**config.mk**
```make
export PLATFORM = sky130hd
export DESIGN_NAME = sound_top
export DESIGN_NICKNAME = d
export VERILOG_FILES = /design/src/hdl/sound_pkg.sv /design/src/hdl/sample_ram.sv /design/src/hdl/fir_lowpass.sv /design/src/hdl/effect_loader.sv /design/src/hdl/sound_player.sv /design/src/hdl/sound_top.sv
export VERILOG_INCLUDE_DIRS = /design/src /design/src/hdl
export SDC_FILE = /design/constraint.sdc
export NUM_CORES = 2
export LEC_CHECK = 0
export BUFFER_PORTS_ARGS = -buffer_cell sky130_fd_sc_hd__buf_2
export CAP_MARGIN = 10
export CORE_AREA = 3 3 411 413
export DETAILED_ROUTE_END_ITERATION = 16
export DIE_AREA = 0 0 414 416
export PLACE_DENSITY = 0.82
export SYNTH_ARGS = -nofsm -noshare
export SYNTH_HDL_FRONTEND = slang
export SYNTH_HIERARCHICAL = 1
export SYNTH_SLANG_ARGS = --single-unit
```
**constraint.sdc**
```tcl
create_clock -name clock -period 8.2 [get_ports clock]
set_input_delay 1.23 -clock clock [delete_from_list [all_inputs] [get_ports clock]]
set_output_delay 1.23 -clock clock [all_outputs]
set_load 0.005 [all_outputs]
```
**src/hdl/sound_params.svh**
```systemverilog
`ifndef SOUND_PARAMS_SVH
`define SOUND_PARAMS_SVH

////////////////////////////////////////
// widths
////////////////////////////////////////
`define FLASH_AW    23
`define SAMPLE_W    8
`define RAM_LOGSIZE 8  // 256 words, enough for sim clips

////////////////////////////////////////
// flash regions, inclusive bounds
////////////////////////////////////////
// music loops over 16 bytes in sim
`define MUSIC_START   23'h000100
`define MUSIC_END     23'h00010f
`define POP_START     23'h000200  // 4 bytes
`define POP_END       23'h000203
`define MISSED_START  23'h000300  // 5 bytes
`define MISSED_END    23'h000304
`define WHACKED_START 23'h000400  // 3 bytes
`define WHACKED_END   23'h000402

////////////////////////////////////////
// low-pass filter
////////////////////////////////////////
`define FIR_TAPS  31
`define COEFF_W   10
`define ACC_W     18
`define FIR_SHIFT 10  // coeffs scaled by 2**10

`endif

```
**src/hdl/sound_pkg.sv**
```systemverilog
`default_nettype none

package sound_pkg;

	// game FSM encoding, shared with the game logic
	typedef enum logic [3:0] {
		gs_idle           = 4'd0,   // waiting for start
		gs_ongoing        = 4'd2,
		gs_request_mole   = 4'd3,
		gs_mole_countdown = 4'd4,   // mole up, pop clip plays
		gs_mole_missed    = 4'd5,
		gs_mole_whacked   = 4'd6,
		gs_missed_sound   = 4'd9,   // extra time for missed clip
		gs_whacked_sound  = 4'd10   // extra time for whacked clip
	} game_state_e;

	// loader steps, in flash region order
	typedef enum logic [2:0] {
		ld_pop_start,
		ld_pop,
		ld_missed_start,
		ld_missed,
		ld_whacked_start,
		ld_whacked,
		ld_done
	} load_state_e;

endpackage

`default_nettype wire

```
**src/hdl/sample_ram.sv**
```systemverilog
`timescale 1ns/1ps
`default_nettype none

// effect clip storage, one port shared by loader and player
module sample_ram #(
	parameter int LOGSIZE = 8,
	parameter int WIDTH   = 8
) (
	input  wire               clock,
	input  wire               we,
	input  wire [LOGSIZE-1:0] addr,
	input  wire [WIDTH-1:0]   din,
	output logic [WIDTH-1:0]  dout
);

	logic [WIDTH-1:0] mem [0:(1 << LOGSIZE)-1];

	always_ff @(posedge clock) begin
		if (we)
			mem[addr] <= din;
		dout <= mem[addr];  // old word on a write cycle
	end

endmodule

`default_nettype wire

```
**src/hdl/fir_lowpass.sv**
```systemverilog
`timescale 1ns/1ps
`default_nettype none

`include "sound_params.svh"

// serial 31-tap low-pass, one multiply per cycle after each ready
module fir_lowpass (
	input  wire                        clock,
	input  wire                        reset,
	input  wire                        ready,
	input  wire signed [`SAMPLE_W-1:0] x,
	output logic signed [`ACC_W-1:0]   y
);

	logic signed [`SAMPLE_W-1:0] sample [0:31];  // circular history
	logic [4:0] offset;                          // next slot to fill
	logic [4:0] index;                           // tap in progress
	logic [4:0] tap_slot;
	logic signed [`COEFF_W-1:0] coeff;
	logic signed [`ACC_W-1:0] sum;
	logic signed [`ACC_W-1:0] product;

	assign tap_slot = offset - 5'd1 - index;      // newest sample is at offset-1
	assign product  = coeff * sample[tap_slot];

	////////////////////////////////////////
	// coefficient ROM, Wn=.125, scaled by 2**10
	////////////////////////////////////////
	always_comb begin
		case (index)
			5'd0, 5'd1, 5'd29, 5'd30: coeff = -10'sd1;
			5'd2, 5'd28:              coeff = -10'sd3;
			5'd3, 5'd27:              coeff = -10'sd5;
			5'd4, 5'd26:              coeff = -10'sd6;
			5'd5, 5'd25:              coeff = -10'sd7;
			5'd6, 5'd24:              coeff = -10'sd5;
			5'd7, 5'd23:              coeff = 10'sd0;
			5'd8, 5'd22:              coeff = 10'sd10;
			5'd9, 5'd21:              coeff = 10'sd26;
			5'd10, 5'd20:             coeff = 10'sd46;
			5'd11, 5'd19:             coeff = 10'sd69;
			5'd12, 5'd18:             coeff = 10'sd91;
			5'd13, 5'd17:             coeff = 10'sd110;
			5'd14, 5'd16:             coeff = 10'sd123;
			5'd15:                    coeff = 10'sd128;  // center tap
			default:                  coeff = '0;        // idle index
		endcase
	end

	////////////////////////////////////////
	// sample store and accumulate
	////////////////////////////////////////
	always_ff @(posedge clock) begin
		if (reset) begin
			offset <= '0;
			index  <= 5'(`FIR_TAPS);  // parked, nothing to sum
			sum    <= '0;
			y      <= '0;
			for (int i = 0; i < 32; i++)
				sample[i] <= '0;        // history starts silent
		end else if (ready) begin
			sample[offset] <= x;
			offset <= offset + 5'd1;
			index  <= '0;
			sum    <= '0;
		end else if (index < 5'(`FIR_TAPS)) begin
			index <= index + 5'd1;
			sum   <= sum + product;
			if (index == 5'(`FIR_TAPS - 1))
				y <= sum + product;     // valid 32 cycles after ready
		end
	end

	// a new sample mid-sum would corrupt the result
	a_ready_spacing: assert property (@(posedge clock) disable iff (reset)
		ready |=> !ready [* `FIR_TAPS])
		else $error("fir ready arrived during accumulation");

endmodule

`default_nettype wire

```
**src/hdl/effect_loader.sv**
```systemverilog
`timescale 1ns/1ps
`default_nettype none

`include "sound_params.svh"

// copies pop, missed, whacked clips from flash into sample ram
module effect_loader import sound_pkg::*; (
	input  wire                       clock,
	input  wire                       reset,
	input  wire                       flash_busy,
	input  wire [`SAMPLE_W-1:0]       flash_data,
	output logic [`FLASH_AW-1:0]      ld_addr,
	output logic                      ld_read,
	output logic                      ram_we,
	output logic [`RAM_LOGSIZE-1:0]   ram_addr_wr,
	output logic [`SAMPLE_W-1:0]      ram_din,
	output logic [`RAM_LOGSIZE-1:0]   pop_start,
	output logic [`RAM_LOGSIZE-1:0]   pop_end,
	output logic [`RAM_LOGSIZE-1:0]   missed_start,
	output logic [`RAM_LOGSIZE-1:0]   missed_end,
	output logic [`RAM_LOGSIZE-1:0]   whacked_start,
	output logic [`RAM_LOGSIZE-1:0]   whacked_end,
	output logic                      loaded
);

	load_state_e state;
	logic waiting;                     // read accepted, data not back yet
	logic [`RAM_LOGSIZE:0] fill;       // next free ram word, one extra bit
	logic [`FLASH_AW-1:0] region_first;
	logic [`FLASH_AW-1:0] region_last;

	// flash bounds of the clip being copied
	always_comb begin
		case (state)
			ld_pop_start, ld_pop: begin
				region_first = `POP_START;
				region_last  = `POP_END;
			end
			ld_missed_start, ld_missed: begin
				region_first = `MISSED_START;
				region_last  = `MISSED_END;
			end
			default: begin
				region_first = `WHACKED_START;
				region_last  = `WHACKED_END;
			end
		endcase
	end

	always_ff @(posedge clock) begin
		if (reset) begin
			state   <= ld_pop_start;
			waiting <= 1'b0;
			fill    <= '0;
			ld_addr <= '0;
			ld_read <= 1'b0;
			ram_we  <= 1'b0;
			loaded  <= 1'b0;
		end else begin
			ram_we <= 1'b0;  // single-cycle write pulse
			case (state)
				ld_pop_start, ld_missed_start, ld_whacked_start: begin
					case (state)
						ld_pop_start:    pop_start     <= fill[`RAM_LOGSIZE-1:0];
						ld_missed_start: missed_start  <= fill[`RAM_LOGSIZE-1:0];
						default:         whacked_start <= fill[`RAM_LOGSIZE-1:0];
					endcase
					ld_addr <= region_first;
					ld_read <= 1'b1;
					waiting <= 1'b0;
					state   <= load_state_e'(state + 3'd1);  // into its copy state
				end
				ld_pop, ld_missed, ld_whacked: begin
					if (ld_read && !flash_busy) begin
						ld_read <= 1'b0;  // accepted, busy rises next
						waiting <= 1'b1;
					end else if (waiting && !flash_busy) begin
						waiting     <= 1'b0;
						ram_we      <= 1'b1;
						ram_din     <= flash_data;
						ram_addr_wr <= fill[`RAM_LOGSIZE-1:0];
						fill        <= fill + 1'b1;
						case (state)
							ld_pop:    pop_end     <= fill[`RAM_LOGSIZE-1:0];
							ld_missed: missed_end  <= fill[`RAM_LOGSIZE-1:0];
							default:   whacked_end <= fill[`RAM_LOGSIZE-1:0];
						endcase
						if (ld_addr == region_last) begin
							state <= load_state_e'(state + 3'd1);  // next clip or done
						end else begin
							ld_addr <= ld_addr + 1'b1;
							ld_read <= 1'b1;
						end
					end
				end
				default: loaded <= 1'b1;  // one cycle after last write
			endcase
		end
	end

	// clips must fit in the sample ram
	a_ram_fits: assert property (@(posedge clock) disable iff (reset)
		ram_we |-> fill <= (1 << `RAM_LOGSIZE))
		else $error("effect clips overflow sample ram");

endmodule

`default_nettype wire

```
**src/hdl/sound_player.sv**
```systemverilog
`timescale 1ns/1ps
`default_nettype none

`include "sound_params.svh"

// music stream plus effect clips, driven by game state
module sound_player import sound_pkg::*; (
	input  wire                        clock,
	input  wire                        reset,
	input  wire                        ready,
	input  wire game_state_e           game_state,
	input  wire                        loaded,
	input  wire [`FLASH_AW-1:0]        ld_addr,
	input  wire                        ld_read,
	input  wire                        flash_busy,
	input  wire [`SAMPLE_W-1:0]        flash_data,
	input  wire [`RAM_LOGSIZE-1:0]     pop_start,
	input  wire [`RAM_LOGSIZE-1:0]     pop_end,
	input  wire [`RAM_LOGSIZE-1:0]     missed_start,
	input  wire [`RAM_LOGSIZE-1:0]     missed_end,
	input  wire [`RAM_LOGSIZE-1:0]     whacked_start,
	input  wire [`RAM_LOGSIZE-1:0]     whacked_end,
	input  wire [`SAMPLE_W-1:0]        ram_dout,
	input  wire [`RAM_LOGSIZE-1:0]     ram_addr_wr,
	output logic [`RAM_LOGSIZE-1:0]    ram_addr,
	input  wire signed [`ACC_W-1:0]    fir_y,
	output logic signed [`SAMPLE_W-1:0] fir_x,
	output logic [`FLASH_AW-1:0]       flash_addr,
	output logic                       flash_read,
	output logic [`SAMPLE_W-1:0]       to_ac97_data
);

	game_state_e prev_state;           // for entry detection
	logic [`FLASH_AW-1:0] music_addr;
	logic music_read;                  // one read per sample
	logic [`RAM_LOGSIZE-1:0] clip_addr;
	logic [`RAM_LOGSIZE-1:0] clip_first;
	logic [`RAM_LOGSIZE-1:0] clip_last;
	logic clip_done;
	logic is_effect;
	logic entering;
	logic leaving_idle;
	logic stall;
	logic [`SAMPLE_W-1:0] music_byte;

	// loader owns flash and ram until loaded
	assign flash_addr = loaded ? music_addr : ld_addr;
	assign flash_read = loaded ? music_read : ld_read;
	assign ram_addr   = loaded ? clip_addr : ram_addr_wr;

	////////////////////////////////////////
	// clip select and sample gating
	////////////////////////////////////////
	always_comb begin
		is_effect  = 1'b1;
		clip_first = pop_start;
		clip_last  = pop_end;
		case (game_state)
			gs_mole_countdown: is_effect = 1'b1;  // pop clip
			gs_missed_sound: begin
				clip_first = missed_start;
				clip_last  = missed_end;
			end
			gs_whacked_sound: begin
				clip_first = whacked_start;
				clip_last  = whacked_end;
			end
			default: is_effect = 1'b0;  // music only
		endcase
	end

	assign entering     = loaded && is_effect && (game_state != prev_state);
	assign leaving_idle = loaded && (game_state != gs_idle) && (prev_state == gs_idle);
	assign stall        = flash_busy || music_read || leaving_idle;  // byte not ready yet
	assign music_byte   = fir_y[`FIR_SHIFT +: `SAMPLE_W];

	always_ff @(posedge clock) begin
		if (reset) begin
			prev_state   <= gs_idle;
			music_addr   <= `MUSIC_START;
			music_read   <= 1'b0;
			clip_addr    <= '0;
			clip_done    <= 1'b1;
			fir_x        <= '0;
			to_ac97_data <= '0;
		end else if (loaded) begin
			prev_state <= game_state;
			if (music_read && !flash_busy)
				music_read <= 1'b0;  // accepted by flash
			if (game_state == gs_idle) begin
				music_addr <= `MUSIC_START;  // rewind
				music_read <= 1'b0;
				fir_x      <= '0;
				if (ready)
					to_ac97_data <= '0;
			end else begin
				if (!flash_busy)
					fir_x <= flash_data;   // filter picks it up at ready
				if (leaving_idle)
					music_read <= 1'b1;    // fetch MUSIC_START
				if (entering) begin
					clip_addr <= clip_first;
					clip_done <= 1'b0;
				end
				if (ready && !stall) begin
					music_addr <= (music_addr >= `MUSIC_END) ? `MUSIC_START : music_addr + 1'b1;
					music_read <= 1'b1;
					if (is_effect && !clip_done && !entering) begin
						to_ac97_data <= music_byte + ram_dout;  // wraps mod 256
						if (clip_addr == clip_last)
							clip_done <= 1'b1;
						else
							clip_addr <= clip_addr + 1'b1;
					end else begin
						to_ac97_data <= music_byte;
					end
				end
			end
		end
	end

	// codec sees a new value only right after a ready
	a_out_on_ready: assert property (@(posedge clock) disable iff (reset)
		!$past(ready) |-> $stable(to_ac97_data))
		else $error("to_ac97_data changed without ready");

endmodule

`default_nettype wire

```
**src/hdl/sound_top.sv**
```systemverilog
`timescale 1ns/1ps
`default_nettype none

`include "sound_params.svh"

// sound engine: loader, sample ram, filter, player
module sound_top import sound_pkg::*; (
	input  wire                  clock,
	input  wire                  reset,
	input  wire                  ready,       // audio strobe
	input  wire game_state_e     game_state,
	input  wire                  flash_busy,
	input  wire [`SAMPLE_W-1:0]  flash_data,
	output wire [`FLASH_AW-1:0]  flash_addr,
	output wire                  flash_read,
	output wire                  loaded,
	output wire [`SAMPLE_W-1:0]  to_ac97_data
);

	wire [`FLASH_AW-1:0] ld_addr;
	wire ld_read;
	wire ram_we;
	wire [`RAM_LOGSIZE-1:0] ram_addr_wr;
	wire [`RAM_LOGSIZE-1:0] ram_addr;    // muxed inside player
	wire [`SAMPLE_W-1:0] ram_din;
	wire [`SAMPLE_W-1:0] ram_dout;
	wire [`RAM_LOGSIZE-1:0] pop_start, pop_end;
	wire [`RAM_LOGSIZE-1:0] missed_start, missed_end;
	wire [`RAM_LOGSIZE-1:0] whacked_start, whacked_end;
	wire signed [`SAMPLE_W-1:0] fir_x;
	wire signed [`ACC_W-1:0] fir_y;

	effect_loader loader (
		.clock(clock), .reset(reset),
		.flash_busy(flash_busy), .flash_data(flash_data),
		.ld_addr(ld_addr), .ld_read(ld_read),
		.ram_we(ram_we), .ram_addr_wr(ram_addr_wr), .ram_din(ram_din),
		.pop_start(pop_start), .pop_end(pop_end),
		.missed_start(missed_start), .missed_end(missed_end),
		.whacked_start(whacked_start), .whacked_end(whacked_end),
		.loaded(loaded)
	);

	sample_ram #(.LOGSIZE(`RAM_LOGSIZE), .WIDTH(`SAMPLE_W)) clip_ram (
		.clock(clock), .we(ram_we), .addr(ram_addr), .din(ram_din), .dout(ram_dout)
	);

	fir_lowpass music_fir (
		.clock(clock), .reset(reset), .ready(ready), .x(fir_x), .y(fir_y)
	);

	sound_player player (
		.clock(clock), .reset(reset), .ready(ready),
		.game_state(game_state), .loaded(loaded),
		.ld_addr(ld_addr), .ld_read(ld_read),
		.flash_busy(flash_busy), .flash_data(flash_data),
		.pop_start(pop_start), .pop_end(pop_end),
		.missed_start(missed_start), .missed_end(missed_end),
		.whacked_start(whacked_start), .whacked_end(whacked_end),
		.ram_dout(ram_dout), .ram_addr_wr(ram_addr_wr), .ram_addr(ram_addr),
		.fir_y(fir_y), .fir_x(fir_x),
		.flash_addr(flash_addr), .flash_read(flash_read),
		.to_ac97_data(to_ac97_data)
	);

endmodule

`default_nettype wire

```
# Yosys cells after proc, flatten, opt, wreduce, memory -nomap -nowiden

Memories as Yosys holds them, arrays and structs flattened. A register that Yosys moved wholly into a read port is not among the register bits.
Cells that the tools add are included.

Eq/ne operators: 20
Magnitude comparators: 2
Add/subtract/negate cells: 11
Shifts and indexed selects: 0
Div/mod/pow operators: 0
Bitwise logic cells: 7
Reductions and logical operators: 53
$mul: 1
Muxes and demuxes: 59

Operators by type and width:

| kind                                                                | count |
|---|---|
| 2-to-1 mux 23 bit                                                   | 7 |
| 2-to-1 mux 8 bit                                                    | 12 |
| adder 23 x 1 -> 23 bit (second input constant)                      | 2 |
| case mux 23 bit (2 select lines)                                    | 1 |
| case mux 11 bit (2 select lines)                                    | 2 |
| case mux 8 bit (2 select lines)                                     | 2 |
| 2-to-1 mux 5 bit                                                    | 5 |
| 2-to-1 mux 1 bit                                                    | 24 |
| == test 23 x 11 -> 1 bit                                            | 1 |
| greater-or-equal comparator 23 x 9 -> 1 bit (second input constant) | 1 |
| AND reduction 3 bit                                                 | 7 |
| adder 18 bit                                                        | 1 |
| multiplier 10 x 8 -> 18 bit                                         | 1 |
| AND reduction 5 bit                                                 | 3 |
| AND reduction 4 bit                                                 | 3 |
| OR reduction 3 bit                                                  | 4 |
| adder 5 x 1 -> 5 bit (second input constant)                        | 2 |
| logical AND 1 bit                                                   | 10 |
| AND reduction 2 bit                                                 | 5 |
| OR reduction 2 bit                                                  | 5 |
| adder 9 x 1 -> 9 bit (second input constant)                        | 1 |
| 2-to-1 mux 3 bit                                                    | 3 |
| adder 8 x 1 -> 8 bit (second input constant)                        | 1 |
| adder 8 bit                                                         | 1 |
| 27 further kinds                                                    | 49 |

Register bits after elaboration: 202
Logic and storage cells: 182
Latch bits: 0
Memories kept: 3
Bits in writable memories: 2,304
Bits of input ports: 16
Memory bits (read-only): 320

Memories:

| name             | words | width | rd ports | clocked after Yosys merged registers in | write ports | line              | RTL |
|---|---|---|---|---|---|---|---|
| clip_ram.mem     | 256   | 8     | 1        | 1                                       | 1           | sample_ram.sv:16  | `logic [WIDTH-1:0] mem [0:(1 << LOGSIZE)-1];` |
| (name not given) | 32    | 10    | 1        | 1                                       | 0           | fir_lowpass.sv:30 | `case (index)` |
| music_fir.sample | 32    | 8     | 1        | 0                                       | 32          | fir_lowpass.sv:15 | `` logic signed [`SAMPLE_W-1:0] sample [0:31]; `` |

# Depth between registers and ports, before layout

Depth in word-level cells: 10
Mapped depth: 27
Depth with buffers taken out: 24

# Modules after synthesis

The synthesis kept the hierarchy.

Modules (own cells, without submodules):

| module        | area an instance (µm²) | times used | cells each | seq. area each (µm²) |
|---|---|---|---|---|
| sample_ram    | 78,492.8               | 1          | 3,547      | 61,659.1 |
| fir_lowpass   | 17,829.6               | 1          | 1,418      | 8,788.4 |
| effect_loader | 4,072.7                | 1          | 331        | 2,682.6 |
| sound_player  | 3,870.0                | 1          | 492        | 1,061.0 |

# Worst setup path before layout

No wires, ideal clock.

Kind: register -> register
Start point: reg music_fir.index[0]
End point: reg music_fir.sum[14]
Setup slack: 1.015 ns
Arrival time: 7.100 ns
Cell stages (with the launch flop): 24
Period minus slack after synthesis: 7.185 ns
Path buffers: 2
Library setup time: 0.086 ns
Required time: 8.114 ns
Cells stage by stage: dfxtp_1 > clkbuf_1 > inv_1 > ha_1 > fa_1 > xnor2_1 > buf_6 > mux4_2 > mux2_2 > and2_1 > fa_1 > inv_1 > fa_1 > inv_1 > fa_1 > fa_1 > fa_1 > ha_1 > o21ai_0 > nor3_1 > o31ai_1 > a21oi_1 > xnor2_1 > a211oi_1

Cells in the longest elaborated chain, start to end: 4
Elaborated cells between the ends (all ways): 5
Those cells by class: add/sub (2); mul (1); order compare (1); memory (1)

Ends and longest elaborated chain:

| item                        | line              | RTL |
|---|---|---|
| from (decl)                 | fir_lowpass.sv:17 | `logic [4:0] index;` |
| from (signal assigned)      | fir_lowpass.sv:56 | `` index <= 5'(`FIR_TAPS); `` |
| from (signal assigned)      | fir_lowpass.sv:67 | `index <= index + 5'd1;` |
| subtractor 5 bit            | fir_lowpass.sv:23 | `assign tap_slot = offset - 5'd1 - index;` |
| memory read (32 x 8 bit)    | n/a               |  |
| multiplier 10 x 8 -> 18 bit | fir_lowpass.sv:24 | `assign product = coeff * sample[tap_slot];` |
| adder 18 bit                | fir_lowpass.sv:68 | `sum <= sum + product;` |
| to (signal assigned)        | fir_lowpass.sv:68 |  |
| to (decl)                   | fir_lowpass.sv:20 | `` logic signed [`ACC_W-1:0] sum; `` |

Parallel ways exist; a longest one is shown, timed or not.
A chain may end at the register's enable or synchronous reset.

# Worst setup path after layout

Start point: reg music_fir.index[0]
End point: reg music_fir.sum[16]

Same word-level chain as after synthesis.

==> impl_results.md <==
- Total of warnings raised by yosys: 6
- CTS tree: built
- Worst reg2reg path startpoint: music_fir/index[0]$_SDFFE_PP1N_
- Critical Path Start Type: flip-flop
- Crit path DAT: 8570 ps
- DIE AREA: 0.172 mm2
- Initial antenna violation count: 12
- Layout area overhead: 9.85%
- Gr usage total: 0.321
- CP Cell Sequence: inv_1, ha_4, fa_2, buf_12, mux4_2, mux4_2, mux2i_4, nand2b_1, fa_1, fa_1, inv_1, fa_1, fa_1, fa_1, ha_1, o21ai_0, nor3_1, o31ai_1, o21ai_0, xnor2_1, o21ai_0
- WL final: 274 mm
- Setup TNS: 0 ps
- Hold crit path type: reg2reg
- Endpoint class of the critical path: flip-flop
- Routed len/inst: 33.4 um
- Dpl cell area: 0.106 mm2
- Core Rows: 149
- 1st-iter DRT viols: 9223
- Worst Clk Skew: 68.5 ps
- Static Leak: 0.0366 uW
- Die Ht: 416 um
- Worst Path Required: 8930 ps
- Slew Viols, Final: 3
- Nets: 5970
- First-pass detailed-route iteration total: 6
- Hold Path Origin: music_fir/sum[4]$_SDFFE_PP0N_
- CP max stage delay: 570 ps
- Dpl ws: 458 ps
- Clock slew at reported path FFs: 60 ps
- Routed Antenna Nets: 0
- CTS Hold Buffers Added: 0
- Via count: 58336
- Top delay family on crit path: adder cells
- Via/cell ratio: 7.12
- Peak Freq: 0.128 GHz
- Max clock buf depth: 3
- Post-synthesis area per instance: 18.1 um2
- Max IR drop VDD: 0.000836 V
- Clk Latency, worst-skew pair: 930 ps
- PD cells: 321 mW/mm2
- Final Cell Area: 0.114 mm2
- Hpwl dp: 148 mm
- Worst Setup SP: music_fir/index[0]$_SDFFE_PP1N_
- H-tree depth: 4
- CTS buffer count: 228
- Setup-failing EPs final: 0
- Initial core utilization: 0.629
- Max-capacitance violation count: 1
- PostCTS Resize Cnt: 0
- Fin worst setup slack: 358 ps
- Status: finished, violations left
- Slowest stage cell on the critical path: mux4_2
- Fillers: 9483
- Mapped cell area: 0.104 mm2
- Slew headroom: -0.0705
- Crit-path max FO: 64
- Final Hold Fails: 0
- Global-route wire length before repair: 404 mm
- Most frequent CP cell: fa_1
- Vias in the first global route: 57923
- Count of buffers from port buffering: 48
- Period utilization: 0.956
- Post-Syn Nets: 5925
- DRC errors left: 0
- Period minus WS final: 7840 ps
- Critical path class: reg2reg
- Clock Tree Root: clkbuf_16
- Buf/Inv on CP: 3
- Core area: 0.165 mm2
- Largest net degree at the start of global routing: 256
- Total grt overflow: 0
- Ports: 49
- Worst Tran Pin Value: 1590 ps
- Failing checks: capacitance limit, slew limit
- Post-Syn Instances: 5749
- Horiz. Die Dim: 414 um
- Unrepaired setup endpoints after global routing: false
- Clock tree sinks: 2512
- Share of layout cells above drive strength 1: 0.199
- Post-CTS Setup Inserts: 0
- GPL Wtd Cong: 0.918
==> layout make-up <==
cell class / instances / area (um2) / area share
Clock buffer: 275 / 5960 / 0.0522
Tap cell: 2189 / 2740 / 0.0240
Inverter: 140 / 526 / 0.00460
Sequential cell: 2512 / 74000 / 0.648
Clock inverter: 152 / 1660 / 0.0145
Timing Repair Buffer: 169 / 1310 / 0.0115
Antenna cell: 17 / 42.5 / 0.000373
Multi-Input combinational cell: 2743 / 27900 / 0.245
==> sequential cells by signal, summed over array words and instances, names as in the netlist, 9 cells and up <==
register	cells
music_fir/coeff	9
clip_ram/mem	2048
music_fir/sample	256
player/music_addr	23
music_fir/sum	18
loader/ld_addr	23
==> power by group <==
group / internal [uW] / switching [uW]
sequential: 14000 / 227
combinational: 4610 / 6830
clock: 5980 / 5020
total: 24600 / 12100
==> stage by stage <==
step | hold slack, ps | cells | util | total power (uW)
after floorplan | 431 | 5749 | - | 22700
after global placement | 439 | 7746 | 0.645 | 25200
after detailed placement | 450 | 7746 | 0.645 | 25400
after CTS | 457 | 8173 | 0.691 | 36500
after global routing | 478 | 8180 | 0.691 | 38000
final | 453 | 8197 | 0.691 | 36700
==> worst paths after layout <==
kind / depth (start not counted) / slack [ps] / to
max: 21 / 360 / music_fir/sum[16]$_SDFFE_PP0N_
min: 2 / 450 / music_fir/sum[4]$_SDFFE_PP0N_
max reg2reg: 21 / 360 / music_fir/sum[16]$_SDFFE_PP0N_
min reg2reg: 2 / 450 / music_fir/sum[4]$_SDFFE_PP0N_
==> tightest hold or removal path, cell delays in order (launching register included) <==
cell and delay [ps]:
dfxtp_1 310, nand2_1 50, a21oi_1 50
==> metal layers <==
metal  track usage  share of wire
met1         0.425           0.34
met2         0.506           0.48
met3        0.0844           0.13
met4         0.148          0.054
met5             0        0.00019
==> layout by cell type, fill, tap and decap left out, types with 40 or more instances in the layout <==
cell type	instances
a21oi_1	216
a22oi_1	271
and2_1	276
buf_2	51
buf_4	101
clkbuf_1	40
clkbuf_16	229
clkinv_1	55
clkinv_2	41
dfxtp_1	137
edfxtp_1	2368
fa_1	85
ha_1	73
inv_1	140
mux4_2	592
nand2_1	146
nand3_1	55
nor2_1	387
nor2b_1	40
nor3_1	57
o21ai_0	84
(Power assumes the default switching activity.)
